## src/include/mc_bridge_cfg.svh

```systemverilog
//**************************************************************************
// bridge widths, queue sizes and DRAM window constants
// included by every bridge source file
//**************************************************************************
`ifndef MC_BRIDGE_CFG_SVH
`define MC_BRIDGE_CFG_SVH

// host word and packet sizes
`define MC_WORD_WIDTH 32
`define MC_REQ_WORDS  4
`define MC_RSP_WORDS  2
`define MC_REQ_WIDTH  112
`define MC_RSP_WIDTH  48

// word queues per direction
`define MC_NUM_CHAN   6
`define MC_FIFO_DEPTH 4

// DRAM window
`define MC_ADDR_WIDTH 32
`define MC_ADDR_FLIP  32'h8000_0000
// 120 MiB
`define MC_MEM_LIMIT  32'd125829120

// one profiler bit per 8 MiB region
`define MC_PROF_BITS  128
`define MC_PROF_LSB   23

`endif

```

## src/source/mc_bridge_pkg.sv

```systemverilog
//**************************************************************************
// shared types of the host bridge: host word, register and queue indices
//**************************************************************************
`include "mc_bridge_cfg.svh"

package mc_bridge_pkg;

	typedef logic [`MC_WORD_WIDTH-1:0] mc_word_t;

	// host register index, holes read as zero
	typedef enum logic [3:0]
	{
		CSR_CTRL   = 4'd0,
		CSR_BASE   = 4'd2,
		CSR_STATUS = 4'd3,
		CSR_PROF0  = 4'd4,
		CSR_PROF1  = 4'd5,
		CSR_PROF2  = 4'd6,
		CSR_PROF3  = 4'd7
	} csr_addr_e;

	// word queue index, same numbering in both directions
	typedef enum logic [2:0]
	{
		CH_REQ0 = 3'd0,
		CH_REQ1 = 3'd1,
		CH_REQ2 = 3'd2,
		CH_REQ3 = 3'd3,
		CH_RSP0 = 3'd4,
		CH_RSP1 = 3'd5
	} chan_e;

endpackage

```

## src/source/word_fifo.sv

```systemverilog
//**************************************************************************
// small synchronous word queue, valid/ready in and valid/yumi out
// writers raise w_v_i only while w_ready_o is high
//**************************************************************************
`include "mc_bridge_cfg.svh"

module word_fifo
	import mc_bridge_pkg::*;
#(
	parameter int depth_p = `MC_FIFO_DEPTH
)
(
	input  logic     clk_i,
	input  logic     rst_n_i,
	input  logic     w_v_i,
	input  mc_word_t w_data_i,
	output logic     w_ready_o,
	output logic     r_v_o,
	output mc_word_t r_data_o,
	input  logic     r_yumi_i
);
	localparam int ptr_w_lp = (depth_p > 1) ? $clog2(depth_p) : 1;
	localparam int cnt_w_lp = $clog2(depth_p + 1);

	mc_word_t mem [depth_p];
	logic [ptr_w_lp-1:0] wr_ptr_r;
	logic [ptr_w_lp-1:0] rd_ptr_r;
	logic [cnt_w_lp-1:0] count_r;

	// circular pointer step
	function automatic logic [ptr_w_lp-1:0] next_ptr(input logic [ptr_w_lp-1:0] ptr);
		if (ptr == ptr_w_lp'(depth_p - 1))
			return '0;
		return ptr + 1'b1;
	endfunction

	assign w_ready_o = (count_r != cnt_w_lp'(depth_p));
	assign r_v_o     = (count_r != '0);
	assign r_data_o  = mem[rd_ptr_r];

	always_ff @(posedge clk_i)
	begin
		if (w_v_i)
		begin
			mem[wr_ptr_r] <= w_data_i;
		end
	end

	always_ff @(posedge clk_i)
	begin
		if (!rst_n_i)
		begin
			wr_ptr_r <= '0;
			rd_ptr_r <= '0;
			count_r  <= '0;
		end
		else
		begin
			if (w_v_i)
				wr_ptr_r <= next_ptr(wr_ptr_r);
			if (r_yumi_i)
				rd_ptr_r <= next_ptr(rd_ptr_r);
			count_r <= count_r + cnt_w_lp'(w_v_i) - cnt_w_lp'(r_yumi_i);
		end
	end

	// upstream logic must respect full, downstream must respect empty
	a_no_overflow: assert property (@(posedge clk_i) disable iff (!rst_n_i)
		w_v_i |-> w_ready_o);
	a_no_underflow: assert property (@(posedge clk_i) disable iff (!rst_n_i)
		r_yumi_i |-> r_v_o);

endmodule

```

## src/source/packet_gather.sv

```systemverilog
//**************************************************************************
// host-to-fabric side: six word queues gathered into request and
// response packets, a whole group leaves on one handshake
//**************************************************************************
`include "mc_bridge_cfg.svh"

module packet_gather
	import mc_bridge_pkg::*;
(
	input  logic                     clk_i,
	input  logic                     rst_n_i,
	input  logic                     push_v_i,
	input  chan_e                    push_chan_i,
	input  mc_word_t                 push_data_i,
	output logic                     push_ready_o,
	output logic [`MC_REQ_WIDTH-1:0] req_o,
	output logic                     req_v_o,
	input  logic                     req_ready_i,
	output logic [`MC_RSP_WIDTH-1:0] rsp_o,
	output logic                     rsp_v_o,
	input  logic                     rsp_ready_i
);
	localparam int req_top_w_lp = `MC_REQ_WIDTH - (`MC_REQ_WORDS - 1) * `MC_WORD_WIDTH;
	localparam int rsp_top_w_lp = `MC_RSP_WIDTH - (`MC_RSP_WORDS - 1) * `MC_WORD_WIDTH;

	logic [`MC_NUM_CHAN-1:0] w_v;
	logic [`MC_NUM_CHAN-1:0] w_ready;
	logic [`MC_NUM_CHAN-1:0] r_v;
	logic [`MC_NUM_CHAN-1:0] yumi;
	mc_word_t head [`MC_NUM_CHAN];
	logic req_go;
	logic rsp_go;

	// channels 6 and 7 never accept
	assign push_ready_o = (push_chan_i < `MC_NUM_CHAN) && w_ready[push_chan_i];

	for (genvar i = 0; i < `MC_NUM_CHAN; i++)
	begin : g_chan
		assign w_v[i] = push_v_i && push_ready_o && (int'(push_chan_i) == i);

		word_fifo #(.depth_p(`MC_FIFO_DEPTH)) fifo_inst
		(
			.clk_i     (clk_i),
			.rst_n_i   (rst_n_i),
			.w_v_i     (w_v[i]),
			.w_data_i  (push_data_i),
			.w_ready_o (w_ready[i]),
			.r_v_o     (r_v[i]),
			.r_data_o  (head[i]),
			.r_yumi_i  (yumi[i])
		);
	end

	// a packet is offered only when every word of it is present
	assign req_v_o = &r_v[`MC_REQ_WORDS-1:0];
	assign rsp_v_o = &r_v[`MC_REQ_WORDS +: `MC_RSP_WORDS];
	assign req_go  = req_v_o && req_ready_i;
	assign rsp_go  = rsp_v_o && rsp_ready_i;
	assign yumi    = {{`MC_RSP_WORDS{rsp_go}}, {`MC_REQ_WORDS{req_go}}};

	// word 0 in the low bits, upper bits of the top word dropped
	assign req_o = {head[CH_REQ3][req_top_w_lp-1:0], head[CH_REQ2], head[CH_REQ1],
		head[CH_REQ0]};
	assign rsp_o = {head[CH_RSP1][rsp_top_w_lp-1:0], head[CH_RSP0]};

	a_push_chan: assert property (@(posedge clk_i) disable iff (!rst_n_i)
		push_v_i |-> (push_chan_i < `MC_NUM_CHAN));

endmodule

```

## src/source/packet_scatter.sv

```systemverilog
//**************************************************************************
// fabric-to-host side: inbound packets split into six word queues,
// host pops one word at a time from the selected channel
//**************************************************************************
`include "mc_bridge_cfg.svh"

module packet_scatter
	import mc_bridge_pkg::*;
(
	input  logic                     clk_i,
	input  logic                     rst_n_i,
	input  logic [`MC_REQ_WIDTH-1:0] net_req_i,
	input  logic                     net_req_v_i,
	output logic                     net_req_ready_o,
	input  logic [`MC_RSP_WIDTH-1:0] net_rsp_i,
	input  logic                     net_rsp_v_i,
	output logic                     net_rsp_ready_o,
	input  chan_e                    pop_chan_i,
	output logic                     pop_v_o,
	output mc_word_t                 pop_data_o,
	input  logic                     pop_yumi_i
);
	localparam int req_top_w_lp = `MC_REQ_WIDTH - (`MC_REQ_WORDS - 1) * `MC_WORD_WIDTH;
	localparam int rsp_top_w_lp = `MC_RSP_WIDTH - (`MC_RSP_WORDS - 1) * `MC_WORD_WIDTH;

	logic [`MC_NUM_CHAN-1:0] w_v;
	logic [`MC_NUM_CHAN-1:0] w_ready;
	logic [`MC_NUM_CHAN-1:0] r_v;
	logic [`MC_NUM_CHAN-1:0] yumi;
	mc_word_t wdata [`MC_NUM_CHAN];
	mc_word_t head [`MC_NUM_CHAN];
	logic chan_ok;

	// whole group must have room before a packet is taken
	assign net_req_ready_o = &w_ready[`MC_REQ_WORDS-1:0];
	assign net_rsp_ready_o = &w_ready[`MC_REQ_WORDS +: `MC_RSP_WORDS];
	assign w_v = {{`MC_RSP_WORDS{net_rsp_v_i && net_rsp_ready_o}},
		{`MC_REQ_WORDS{net_req_v_i && net_req_ready_o}}};

	assign wdata[CH_REQ0] = net_req_i[0*`MC_WORD_WIDTH +: `MC_WORD_WIDTH];
	assign wdata[CH_REQ1] = net_req_i[1*`MC_WORD_WIDTH +: `MC_WORD_WIDTH];
	assign wdata[CH_REQ2] = net_req_i[2*`MC_WORD_WIDTH +: `MC_WORD_WIDTH];
	// top words zero-extended
	assign wdata[CH_REQ3] = {{(`MC_WORD_WIDTH - req_top_w_lp){1'b0}},
		net_req_i[`MC_REQ_WIDTH-1 -: req_top_w_lp]};
	assign wdata[CH_RSP0] = net_rsp_i[`MC_WORD_WIDTH-1:0];
	assign wdata[CH_RSP1] = {{(`MC_WORD_WIDTH - rsp_top_w_lp){1'b0}},
		net_rsp_i[`MC_RSP_WIDTH-1 -: rsp_top_w_lp]};

	for (genvar i = 0; i < `MC_NUM_CHAN; i++)
	begin : g_chan
		assign yumi[i] = pop_yumi_i && (int'(pop_chan_i) == i);

		word_fifo #(.depth_p(`MC_FIFO_DEPTH)) fifo_inst
		(
			.clk_i     (clk_i),
			.rst_n_i   (rst_n_i),
			.w_v_i     (w_v[i]),
			.w_data_i  (wdata[i]),
			.w_ready_o (w_ready[i]),
			.r_v_o     (r_v[i]),
			.r_data_o  (head[i]),
			.r_yumi_i  (yumi[i])
		);
	end

	// host read selection
	assign chan_ok    = (pop_chan_i < `MC_NUM_CHAN);
	assign pop_v_o    = chan_ok && r_v[pop_chan_i];
	assign pop_data_o = chan_ok ? head[pop_chan_i] : '0;

endmodule

```

## src/source/csr_block.sv

```systemverilog
//**************************************************************************
// host control and status registers, read mux and core reset
//**************************************************************************
`include "mc_bridge_cfg.svh"

module csr_block
	import mc_bridge_pkg::*;
(
	input  logic                     clk_i,
	input  logic                     rst_n_i,
	input  logic                     csr_we_i,
	input  csr_addr_e                csr_addr_i,
	input  mc_word_t                 csr_wdata_i,
	output mc_word_t                 csr_rdata_o,
	input  logic                     range_err_i,
	input  logic [`MC_PROF_BITS-1:0] prof_i,
	output mc_word_t                 dram_base_o,
	output logic                     core_rst_o
);
	mc_word_t ctrl_r;
	mc_word_t base_r;

	always_ff @(posedge clk_i)
	begin
		if (!rst_n_i)
		begin
			ctrl_r <= '0;
			base_r <= '0;
		end
		else if (csr_we_i)
		begin
			case (csr_addr_i)
				CSR_CTRL: ctrl_r <= csr_wdata_i;
				CSR_BASE: base_r <= csr_wdata_i;
				default:  ;
			endcase
		end
	end

	// core held in reset until the run bit is set
	assign core_rst_o  = ~ctrl_r[0];
	assign dram_base_o = base_r;

	always_comb
	begin
		csr_rdata_o = '0;
		case (csr_addr_i)
			CSR_CTRL:   csr_rdata_o = ctrl_r;
			CSR_BASE:   csr_rdata_o = base_r;
			CSR_STATUS: csr_rdata_o[1:0] = {ctrl_r[0], range_err_i};
			CSR_PROF0:  csr_rdata_o = prof_i[0*`MC_WORD_WIDTH +: `MC_WORD_WIDTH];
			CSR_PROF1:  csr_rdata_o = prof_i[1*`MC_WORD_WIDTH +: `MC_WORD_WIDTH];
			CSR_PROF2:  csr_rdata_o = prof_i[2*`MC_WORD_WIDTH +: `MC_WORD_WIDTH];
			CSR_PROF3:  csr_rdata_o = prof_i[3*`MC_WORD_WIDTH +: `MC_WORD_WIDTH];
			default:    csr_rdata_o = '0;
		endcase
	end

endmodule

```

## src/source/dram_remap.sv

```systemverilog
//**************************************************************************
// maps core DRAM addresses into the host memory window and flags
// accesses past the memory limit
//**************************************************************************
`include "mc_bridge_cfg.svh"

module dram_remap
	import mc_bridge_pkg::*;
(
	input  logic                      clk_i,
	input  logic                      rst_n_i,
	input  logic                      core_rst_i,
	input  logic [`MC_ADDR_WIDTH-1:0] core_awaddr_i,
	input  logic                      core_awvalid_i,
	input  logic [`MC_ADDR_WIDTH-1:0] core_araddr_i,
	input  logic                      core_arvalid_i,
	input  mc_word_t                  dram_base_i,
	output logic [`MC_ADDR_WIDTH-1:0] m_awaddr_o,
	output logic [`MC_ADDR_WIDTH-1:0] m_araddr_o,
	output logic                      range_err_o
);
	logic [`MC_ADDR_WIDTH-1:0] aw_flip;
	logic [`MC_ADDR_WIDTH-1:0] ar_flip;
	logic aw_bad;
	logic ar_bad;

	// top bit flip moves core DRAM space to offset zero
	assign aw_flip = core_awaddr_i ^ `MC_ADDR_FLIP;
	assign ar_flip = core_araddr_i ^ `MC_ADDR_FLIP;

	assign m_awaddr_o = aw_flip + dram_base_i;
	assign m_araddr_o = ar_flip + dram_base_i;

	assign aw_bad = core_awvalid_i && (aw_flip >= `MC_MEM_LIMIT);
	assign ar_bad = core_arvalid_i && (ar_flip >= `MC_MEM_LIMIT);

	// sticky until the core goes back into reset
	always_ff @(posedge clk_i)
	begin
		if (!rst_n_i || core_rst_i)
			range_err_o <= 1'b0;
		else if (aw_bad || ar_bad)
			range_err_o <= 1'b1;
	end

endmodule

```

## src/source/access_profiler.sv

```systemverilog
//**************************************************************************
// marks each 8 MiB DRAM region touched by a core write or read
//**************************************************************************
`include "mc_bridge_cfg.svh"

module access_profiler
(
	input  logic                      clk_i,
	input  logic                      rst_n_i,
	input  logic                      core_rst_i,
	input  logic [`MC_ADDR_WIDTH-1:0] core_awaddr_i,
	input  logic                      core_awvalid_i,
	input  logic [`MC_ADDR_WIDTH-1:0] core_araddr_i,
	input  logic                      core_arvalid_i,
	output logic [`MC_PROF_BITS-1:0]  prof_o
);
	localparam int idx_w_lp = $clog2(`MC_PROF_BITS);

	logic [idx_w_lp-1:0] aw_idx;
	logic [idx_w_lp-1:0] ar_idx;
	logic [`MC_PROF_BITS-1:0] set_mask;

	// untranslated address bits 29 down to 23
	assign aw_idx = core_awaddr_i[`MC_PROF_LSB +: idx_w_lp];
	assign ar_idx = core_araddr_i[`MC_PROF_LSB +: idx_w_lp];

	// write and read may both mark in one cycle
	always_comb
	begin
		set_mask = '0;
		if (core_awvalid_i)
			set_mask[aw_idx] = 1'b1;
		if (core_arvalid_i)
			set_mask[ar_idx] = 1'b1;
	end

	always_ff @(posedge clk_i)
	begin
		if (!rst_n_i || core_rst_i)
			prof_o <= '0;
		else
			prof_o <= prof_o | set_mask;
	end

endmodule

```

## src/source/mc_host_bridge.sv

```systemverilog
//**************************************************************************
// host bridge top: register port, word queues, packet ports, DRAM
// window remap and access profiler
//**************************************************************************
`include "mc_bridge_cfg.svh"

module mc_host_bridge
	import mc_bridge_pkg::*;
(
	input  logic                      clk_i,
	input  logic                      rst_n_i,
	input  logic                      csr_we_i,
	input  csr_addr_e                 csr_addr_i,
	input  mc_word_t                  csr_wdata_i,
	output mc_word_t                  csr_rdata_o,
	input  logic                      push_v_i,
	input  chan_e                     push_chan_i,
	input  mc_word_t                  push_data_i,
	output logic                      push_ready_o,
	input  chan_e                     pop_chan_i,
	output logic                      pop_v_o,
	output mc_word_t                  pop_data_o,
	input  logic                      pop_yumi_i,
	output logic [`MC_REQ_WIDTH-1:0]  req_o,
	output logic                      req_v_o,
	input  logic                      req_ready_i,
	output logic [`MC_RSP_WIDTH-1:0]  rsp_o,
	output logic                      rsp_v_o,
	input  logic                      rsp_ready_i,
	input  logic [`MC_REQ_WIDTH-1:0]  net_req_i,
	input  logic                      net_req_v_i,
	output logic                      net_req_ready_o,
	input  logic [`MC_RSP_WIDTH-1:0]  net_rsp_i,
	input  logic                      net_rsp_v_i,
	output logic                      net_rsp_ready_o,
	input  logic [`MC_ADDR_WIDTH-1:0] core_awaddr_i,
	input  logic                      core_awvalid_i,
	input  logic [`MC_ADDR_WIDTH-1:0] core_araddr_i,
	input  logic                      core_arvalid_i,
	output logic [`MC_ADDR_WIDTH-1:0] m_awaddr_o,
	output logic [`MC_ADDR_WIDTH-1:0] m_araddr_o,
	output logic                      core_rst_o
);
	mc_word_t dram_base;
	logic range_err;
	logic [`MC_PROF_BITS-1:0] prof;

	csr_block csr_inst
	(
		.clk_i       (clk_i),
		.rst_n_i     (rst_n_i),
		.csr_we_i    (csr_we_i),
		.csr_addr_i  (csr_addr_i),
		.csr_wdata_i (csr_wdata_i),
		.csr_rdata_o (csr_rdata_o),
		.range_err_i (range_err),
		.prof_i      (prof),
		.dram_base_o (dram_base),
		.core_rst_o  (core_rst_o)
	);

	packet_gather gather_inst
	(
		.clk_i        (clk_i),
		.rst_n_i      (rst_n_i),
		.push_v_i     (push_v_i),
		.push_chan_i  (push_chan_i),
		.push_data_i  (push_data_i),
		.push_ready_o (push_ready_o),
		.req_o        (req_o),
		.req_v_o      (req_v_o),
		.req_ready_i  (req_ready_i),
		.rsp_o        (rsp_o),
		.rsp_v_o      (rsp_v_o),
		.rsp_ready_i  (rsp_ready_i)
	);

	packet_scatter scatter_inst
	(
		.clk_i           (clk_i),
		.rst_n_i         (rst_n_i),
		.net_req_i       (net_req_i),
		.net_req_v_i     (net_req_v_i),
		.net_req_ready_o (net_req_ready_o),
		.net_rsp_i       (net_rsp_i),
		.net_rsp_v_i     (net_rsp_v_i),
		.net_rsp_ready_o (net_rsp_ready_o),
		.pop_chan_i      (pop_chan_i),
		.pop_v_o         (pop_v_o),
		.pop_data_o      (pop_data_o),
		.pop_yumi_i      (pop_yumi_i)
	);

	dram_remap remap_inst
	(
		.clk_i          (clk_i),
		.rst_n_i        (rst_n_i),
		.core_rst_i     (core_rst_o),
		.core_awaddr_i  (core_awaddr_i),
		.core_awvalid_i (core_awvalid_i),
		.core_araddr_i  (core_araddr_i),
		.core_arvalid_i (core_arvalid_i),
		.dram_base_i    (dram_base),
		.m_awaddr_o     (m_awaddr_o),
		.m_araddr_o     (m_araddr_o),
		.range_err_o    (range_err)
	);

	access_profiler profiler_inst
	(
		.clk_i          (clk_i),
		.rst_n_i        (rst_n_i),
		.core_rst_i     (core_rst_o),
		.core_awaddr_i  (core_awaddr_i),
		.core_awvalid_i (core_awvalid_i),
		.core_araddr_i  (core_araddr_i),
		.core_arvalid_i (core_arvalid_i),
		.prof_o         (prof)
	);

endmodule

```

## config.mk

```make
export PLATFORM = sky130hd
export DESIGN_NAME = mc_host_bridge
export DESIGN_NICKNAME = d
export VERILOG_FILES = /design/src/source/mc_bridge_pkg.sv /design/src/source/word_fifo.sv /design/src/source/packet_gather.sv /design/src/source/packet_scatter.sv /design/src/source/csr_block.sv /design/src/source/dram_remap.sv /design/src/source/access_profiler.sv /design/src/source/mc_host_bridge.sv
export VERILOG_INCLUDE_DIRS = /design/src /design/src/include
export SDC_FILE = /design/constraint.sdc
export NUM_CORES = 2
export LEC_CHECK = 0
export BUFFER_PORTS_ARGS = -buffer_cell sky130_fd_sc_hd__buf_4
export CORE_MARGIN = 8
export CORE_UTILIZATION = 30
export DETAILED_ROUTE_END_ITERATION = 10
export GPL_ROUTABILITY_DRIVEN = 0
export PLACE_DENSITY = 0.46
export RECOVER_POWER = 25
export SLEW_MARGIN = 10
export SYNTH_ARGS = -nofsm -noshare
export SYNTH_HDL_FRONTEND = slang
export SYNTH_SLANG_ARGS = --single-unit
```

## constraint.sdc

```tcl
create_clock -name clk_i -period 2.7 [get_ports clk_i]
set_clock_uncertainty 0.05 [all_clocks]
set_input_delay 0.405 -clock clk_i [delete_from_list [all_inputs] [get_ports clk_i]]
set_output_delay 0.405 -clock clk_i [all_outputs]
set_load 0.01 [all_outputs]
```

Word-level counts from Yosys, hierarchy flattened
Memories as Yosys holds them, arrays and structs flattened. A register that Yosys moved wholly into a read port is not among the register bits. Index checks and enable logic that the tools add are counted.

Logic and storage cells: 394. Input bits: 309. Register bits: 277. Bits in writable memories: 1408. Output and inout port bits: 295. Memories kept: 12.

Bitwise gates (word level): 6. Muxes and demuxes: 176. $lt $le $gt $ge: 11. Reduce and logical (&&, ||, !) cells: 47. Eq/ne operators: 52. $add $sub $neg: 50.

Memories: gather_inst.g_chan[0].fifo_inst.mem (depth 4, width 32, read ports 1, clocked after Yosys merged registers in 1, write ports 1, RTL line word_fifo.sv:25) `mc_word_t mem [depth_p];`; gather_inst.g_chan[1].fifo_inst.mem (depth 4, width 32, read ports 1, clocked after Yosys merged registers in 1, write ports 1, RTL line word_fifo.sv:25); gather_inst.g_chan[2].fifo_inst.mem (depth 4, width 32, read ports 1, clocked after Yosys merged registers in 1, write ports 1, RTL line word_fifo.sv:25); gather_inst.g_chan[3].fifo_inst.mem (depth 4, width 32, read ports 1, clocked after Yosys merged registers in 1, write ports 1, RTL line word_fifo.sv:25); gather_inst.g_chan[4].fifo_inst.mem (depth 4, width 32, read ports 1, clocked after Yosys merged registers in 1, write ports 1, RTL line word_fifo.sv:25); gather_inst.g_chan[5].fifo_inst.mem (depth 4, width 32, read ports 1, clocked after Yosys merged registers in 1, write ports 1, RTL line word_fifo.sv:25); 6 more memories.

Operator list (count): two-way mux 128 bit (2); OR 128 bit (2); one-hot mux 30 bit (6 select lines) (1); two-way mux 2 bit (72); binary-select mux 32 bit (select 3 bit) (1); two-way mux 32 bit (3); two-way mux 1 bit (92); adder 32 bit (2); greater-or-equal comparator 32 x 27 -> 1 bit, second input constant (2); adder 2 x 1 -> 2 bit, second input constant (24); equality test 2 bit, second input constant (24); adder 3 x 1 -> 3 bit (12); inequality test 3 bit, second input constant (12); nonzero test 3 bit (12); subtractor 3 x 1 -> 3 bit (12); equality test 3 bit, second input constant (8); logical AND 1 bit (23); equality test 4 x 3 -> 1 bit, second input constant (4); < comparator 7 x 8 -> 1 bit, second input constant (2); demux 1 bit (select 7 bit) (2); greater-or-equal comparator 7 x 1 -> 1 bit, second input constant (2); one-hot mux 2 bit (7 select lines) (1); equality test 4 x 2 -> 1 bit, second input constant (2); < comparator 3 x 4 -> 1 bit, second input constant (2); 12 further kinds (23).

Logic depth before layout (Yosys ltp)
Depth in word-level cells: 9. Mapped depth: 13.

By module
From an unflattened synthesis, not the netlist that was laid out.

Cells, all modules: 4268. Area total of the unflattened synthesis: 76485.9 um^2.

Modules (own cells, without submodules): word_fifo (gather_inst.g_chan[0].fifo_inst ...) (instances 11, cells an instance 210, area an instance 5121.2 um^2); access_profiler (instances 1, cells an instance 553, area an instance 5515.3 um^2); word_fifo (scatter_inst.g_chan[5].fifo_inst) (instances 1, cells an instance 210, area an instance 5119.9 um^2); csr_block (instances 1, cells an instance 510, area an instance 4391.7 um^2); dram_remap (instances 1, cells an instance 456, area an instance 3286.9 um^2); packet_scatter (instances 1, cells an instance 204, area an instance 1702.9 um^2); packet_gather (instances 1, cells an instance 25, area an instance 136.4 um^2).

Worst setup path after synthesis
No wires, ideal clock.

Path kind: register -> register. Start: register gather_inst.g_chan[3].fifo_inst.count_r[1]. End: register gather_inst.g_chan[2].fifo_inst.count_r[2]. Path slack: -274 ps. Cell stages (with the launch flop): 14. Period minus slack after synthesis: 2974 ps. Arrival time: 2810 ps. Buffers on the path: 1. Setup time: 115 ps. Cells stage by stage: dfxtp_1 > nor3_1 > nor4_1 > nand2_1 > clkbuf_1 > inv_1 > ha_1 > inv_1 > ha_1 > inv_1 > fa_1 > xnor2_1 > xnor2_1 > and2_1.

Elaborated cells between the ends (all ways): 11. Those cells by class: add/sub (2); eq/ne (1); mux (2); reduce/logical (6).

RTL lines: start: declaration (RTL line word_fifo.sv:28) `logic [cnt_w_lp-1:0] count_r;`; start signal: assignment (RTL line word_fifo.sv:63) `count_r <= count_r + cnt_w_lp'(w_v_i) - cnt_w_lp'(r_yumi_i);`; nonzero test 3 bit (RTL line word_fifo.sv:38) `assign r_v_o = (count_r != '0);`; AND reduction 4 bit (RTL line packet_gather.sv:55) `` assign req_v_o = &r_v[`MC_REQ_WORDS-1:0]; ``; named net req_v_o (RTL line mc_host_bridge.sv:25) `output logic req_v_o,`; logical AND 1 bit (RTL line packet_gather.sv:57) `assign req_go = req_v_o && req_ready_i;`; subtractor 3 x 1 -> 3 bit (RTL line word_fifo.sv:63); end signal: assignment (RTL line word_fifo.sv:63); end: declaration (RTL line word_fifo.sv:28).

The timed path passes the listed nets, and every way through them passes these cells. The select of a mux whose other input is x is not followed. A chain may end at the register's enable or synchronous reset.

Final worst setup path
Start: register csr_inst.base_r[0], in the netlist csr_inst.dram_base_o[0]. End: output m_araddr_o[30].

Cells in the longest elaborated chain, start to end: 1.

RTL lines: start: declaration (RTL line csr_block.sv:21) `mc_word_t base_r;`; start signal: assignment (RTL line csr_block.sv:34) `CSR_BASE: base_r <= csr_wdata_i;`; adder 32 bit (RTL line dram_remap.sv:32) `assign m_araddr_o = ar_flip + dram_base_i;`; end: declaration (RTL line mc_host_bridge.sv:41) `` output logic [`MC_ADDR_WIDTH-1:0] m_araddr_o, ``.

Every way passes these cells.

==> flow_summary.toml <==
[outcome]
status = "finished, violations left"
violations = "negative setup slack"

[timing]
setup_slack_ps = -1160
period_minus_slack_ps = 3860
period_share_pct = 143
drv_slew = 0
setup_viol = 90
hold_violations = 0
whs_ps = 102
rsz0062_at_grt = "yes"
fmax_ghz = 0.259
tightest_slew_ps = 1290
slew_headroom_pct = 13.7

[synth]
synth_area_um2 = 64400
synth_largest_area_cell = "edfxtp_1"
syn_inst = 3883
synth_top_cell_area_share_pct = 59.7
synth_ff_type = "edfxtp_1"
synth-xor-area-share_pct = 1.09
yosysSeqAreaShare_pct = 69.0
synth_edf_count = 1280
syn_avg_cell_area_um2 = 16.6
synthSimpleGateAreaFrac_pct = 5.79
yosysUniqueCellTypes = 73
yosys_warnings = 0
yosys-top-cells-area = "edfxtp_1 (60%), mux4_2 (12%), dfxtp_1 (9.4%)"
synth_fp_nets = 4352
synth-compound-area-share_pct = 6.74
async_reset_ff_share_pct = 0
synth_top_family_by_area = "multiplexers"
ys_seq_elements = 1581
synthAdderAreaFrac_pct = 3.27
synth_mux_area_share_pct = 12.3

[worst_hold_path]
hold_path.class = "in2reg"
worstHoldStart = "req_ready_i"
whs_path_depth = 5
holdPathEnd = "gather_inst.g_chan[2].fifo_inst.rd_ptr_r[1]$_SDFFE_PN0N_"

[pwr]
power_frac_seq_pct = 47.8
p_int_uw = 44900
power_density_nw_per_um2 = 691
p_sw_share_pct = 25.2
comb_power_share_pct = 12.7
p_clk_share_pct = 39.5
switching_power_uw = 15100
leakage_uw = 0.0299
ir_drop_v = 0.000619
p_total_uw = 60000

[floorplanning]
row_count = 170
core_um2 = 214000
die_h_um = 479
die_w_um = 479
initial_utilization_pct = 30.1
die-area_um2 = 230000
io_pins = 604

[final_layout]
final_cell_mix = "edfxtp_1 (1280), buf_4 (674), mux4_2 (336)"
drive_gt1_share_pct = 34.6
final_common_cell = "edfxtp_1"
nFillCells = 19888
synthToLayoutAreaGrowth_pct = 35.0
nets = 5675

[worst_setup_path]
critPathMaxStageDelay_ps = 410
crit_type = "reg2out"
critical_path.endpoint_type = "output port"
r2r_end = "scatter_inst.g_chan[2].fifo_inst.count_r[2]$_SDFF_PN0_"
crit_required_ps = 2250
slowest_stage = "dfxtp_4"
arrival_ps = 3400
path_max_fanout = 3
rr_worst_depth = 12
crit_path_start_kind = "flip-flop"
regToRegStartpoint = "scatter_inst.g_chan[1].fifo_inst.count_r[0]$_SDFF_PN0_"
cp_cell_sequence = "ha_4 > inv_2 > fa_2 > nor2b_2 > o211ai_1 > a31oi_2 > a21o_1 > a21oi_4 > o31ai_2 > xor2_1 > buf_4"
ff2ff_setup_slack_ps = 150

[grt]
grt_max_degree = 74
grt-ovfl-total = 0
grt_pass1_vias = 41331
antenna_found_initial = 65
grt_pass1_wl_mm = 305
gr-usage-all-layers_pct = 18.0

[detailed_routing]
ant_nets = 0
drc_errors = 0
drt_iter0_drc = 3056
vias = 40534
vias_per_cell = 4.93
first_pass_iters = 6
wl_per_cell_um = 25.9
wl_mm = 213

[job]
cap_violations = 0

[clock_tree]
clk_latency_ps = 830
numCtsBuffers = 177
htreeDepth = 4
cts_buffer_depth = 3
cts.reportedPaths.clkPinSlew_ps = 80
root_buffer = "clkbuf_16"
cts_sinks = 1581
cts_tree = "done"

[placement]
hpwl_mm = 145
port_buffers = 603
## area by class of cell
cell class                 instances  area (um^2)  area share, %
tap                             2838         3550           4.08
clock inverter                    90         1040           1.20
timing repair buffer            1344        12200           14.1
multi-input combinational       2011        20400           23.5
inverter                          91          347          0.399
antenna                           39         97.6          0.112
clock buffer                     233         4720           5.43
sequential                      1581        44600           51.2
## synth_stat cells, drive strengths merged, types with 7 or more instances
library cell and count:
xnor2 51, fa 14, a221oi 132, and2 67
nor4 9, mux4 336, dfxtp 301, inv 91
a21boi 81, nand3 50, nor2b 55, ha 146
o21a 14, o31ai 7, edfxtp 1280, nand2 229
a21oi 118, o21ai 51, a22oi 110, a21o 31
xor2 29, mux2i 37, nand4 8, o21bai 7
nor2 238, a31oi 7, nor3 57, and3 36
clkbuf 157, buf 43, nand2b 21, a211oi 14
## how the worst max path moves through the flow
stage / startpoint / endpoint / slack (ps) / depth (start not counted)
after floorplan: csr_inst.dram_base_o[0]$_SDFFE_PN0P_ / m_awaddr_o[24] / -3 / 10
after global placement: core_awaddr_i[8] / m_awaddr_o[29] / -620 / 10
after detailed placement: core_awaddr_i[8] / m_awaddr_o[29] / -620 / 10
after CTS: csr_inst.dram_base_o[1]$_SDFFE_PN0P_ / m_awaddr_o[24] / -1200 / 13
after global routing: csr_inst.dram_base_o[0]$_SDFFE_PN0P_ / m_araddr_o[28] / -1270 / 13
final: csr_inst.dram_base_o[0]$_SDFFE_PN0P_ / m_araddr_o[30] / -1160 / 11
## routing by layer
layer	vias to the layer above	share of wire, %	GRT usage, %
met3	291	6.8	4.59
li1	18068	-	-
met5	-	0.065	0
met4	22	2.2	4.29
met1	20885	43	23.9
met2	1268	48	29.6
## power groups by stage
stage               clock [uW]  sequential [uW]  combinational, uW
global route             25300            28800               8250
detailed placement           0            29200               7120
global placement             0            29100               7080
floorplan                    0            29100               3370
finish                   23700            28700               7630
CTS                      24400            28700               7800
## state kept, by name (all words and copies together) (netlist names), named ones only
register and flops:
csr_inst.ctrl_r 32, profiler_inst.prof_o 128, gather_inst.g_chan.fifo_inst.mem 640, gather_inst.g_chan.fifo_inst.wr_ptr_r 12
scatter_inst.g_chan.fifo_inst.rd_ptr_r 12, gather_inst.g_chan.fifo_inst.rd_ptr_r 12, remap_inst.range_err_o 1, scatter_inst.g_chan.fifo_inst.mem 640
scatter_inst.g_chan.fifo_inst.count_r 18, gather_inst.g_chan.fifo_inst.count_r 18, scatter_inst.g_chan.fifo_inst.wr_ptr_r 12, csr_inst.dram_base_o 32
## cell families (layout without fill, tap and decap cells)
kind of cell               count (synthesis)  after routing
and+or+nand+nor                          796            796
xor gates and xnor gates                  80             80
DFF                                     1581           1581
muxes                                    373            373
buffers and inverters                    291           1758
adders and majority gates                160            160
AOI/OAI and AO/OA                        602            602
other                                      0             39
## critical path, delay by kind of cell (launching register included)
kind            cells  cell delay, ps
flops               1             410
xor+xnor            1             290
simple gates        1             140
compound gates      5             980
fa+ha+maj           2             520
buf+inv             2             220
## repair_timing
| item | CTS | global route |
|---|---|---|
| endpoints found under the setup margin | 241 | 189 |
| pin swaps | 95 | 105 |
| buffers inserted | 51 | 33 |
| hold buffers | 233 | 0 |
| cloned | 16 | 0 |
| hold endpoints to repair | 1355 | 0 |
| gates resized for setup | 362 | 202 |
## through the flow
stage	worst slack [ps]	setup TNS (ps)	instances	area, um^2	utilization, %
2_1_floorplan	-2.73	-2.73	3883	64500	-
3_3_place_gp	-620	-14370	7556	76100	35.5
3_5_place_dp	-624	-15090	7556	76100	35.5
4_1_cts	-1200	-79670	8171	86500	40.4
5_1_grt	-1270	-80660	8205	86900	40.6
6_report	-1160	-63580	8227	86900	40.6
Note: power is estimated with default switching activity, not from simulation.
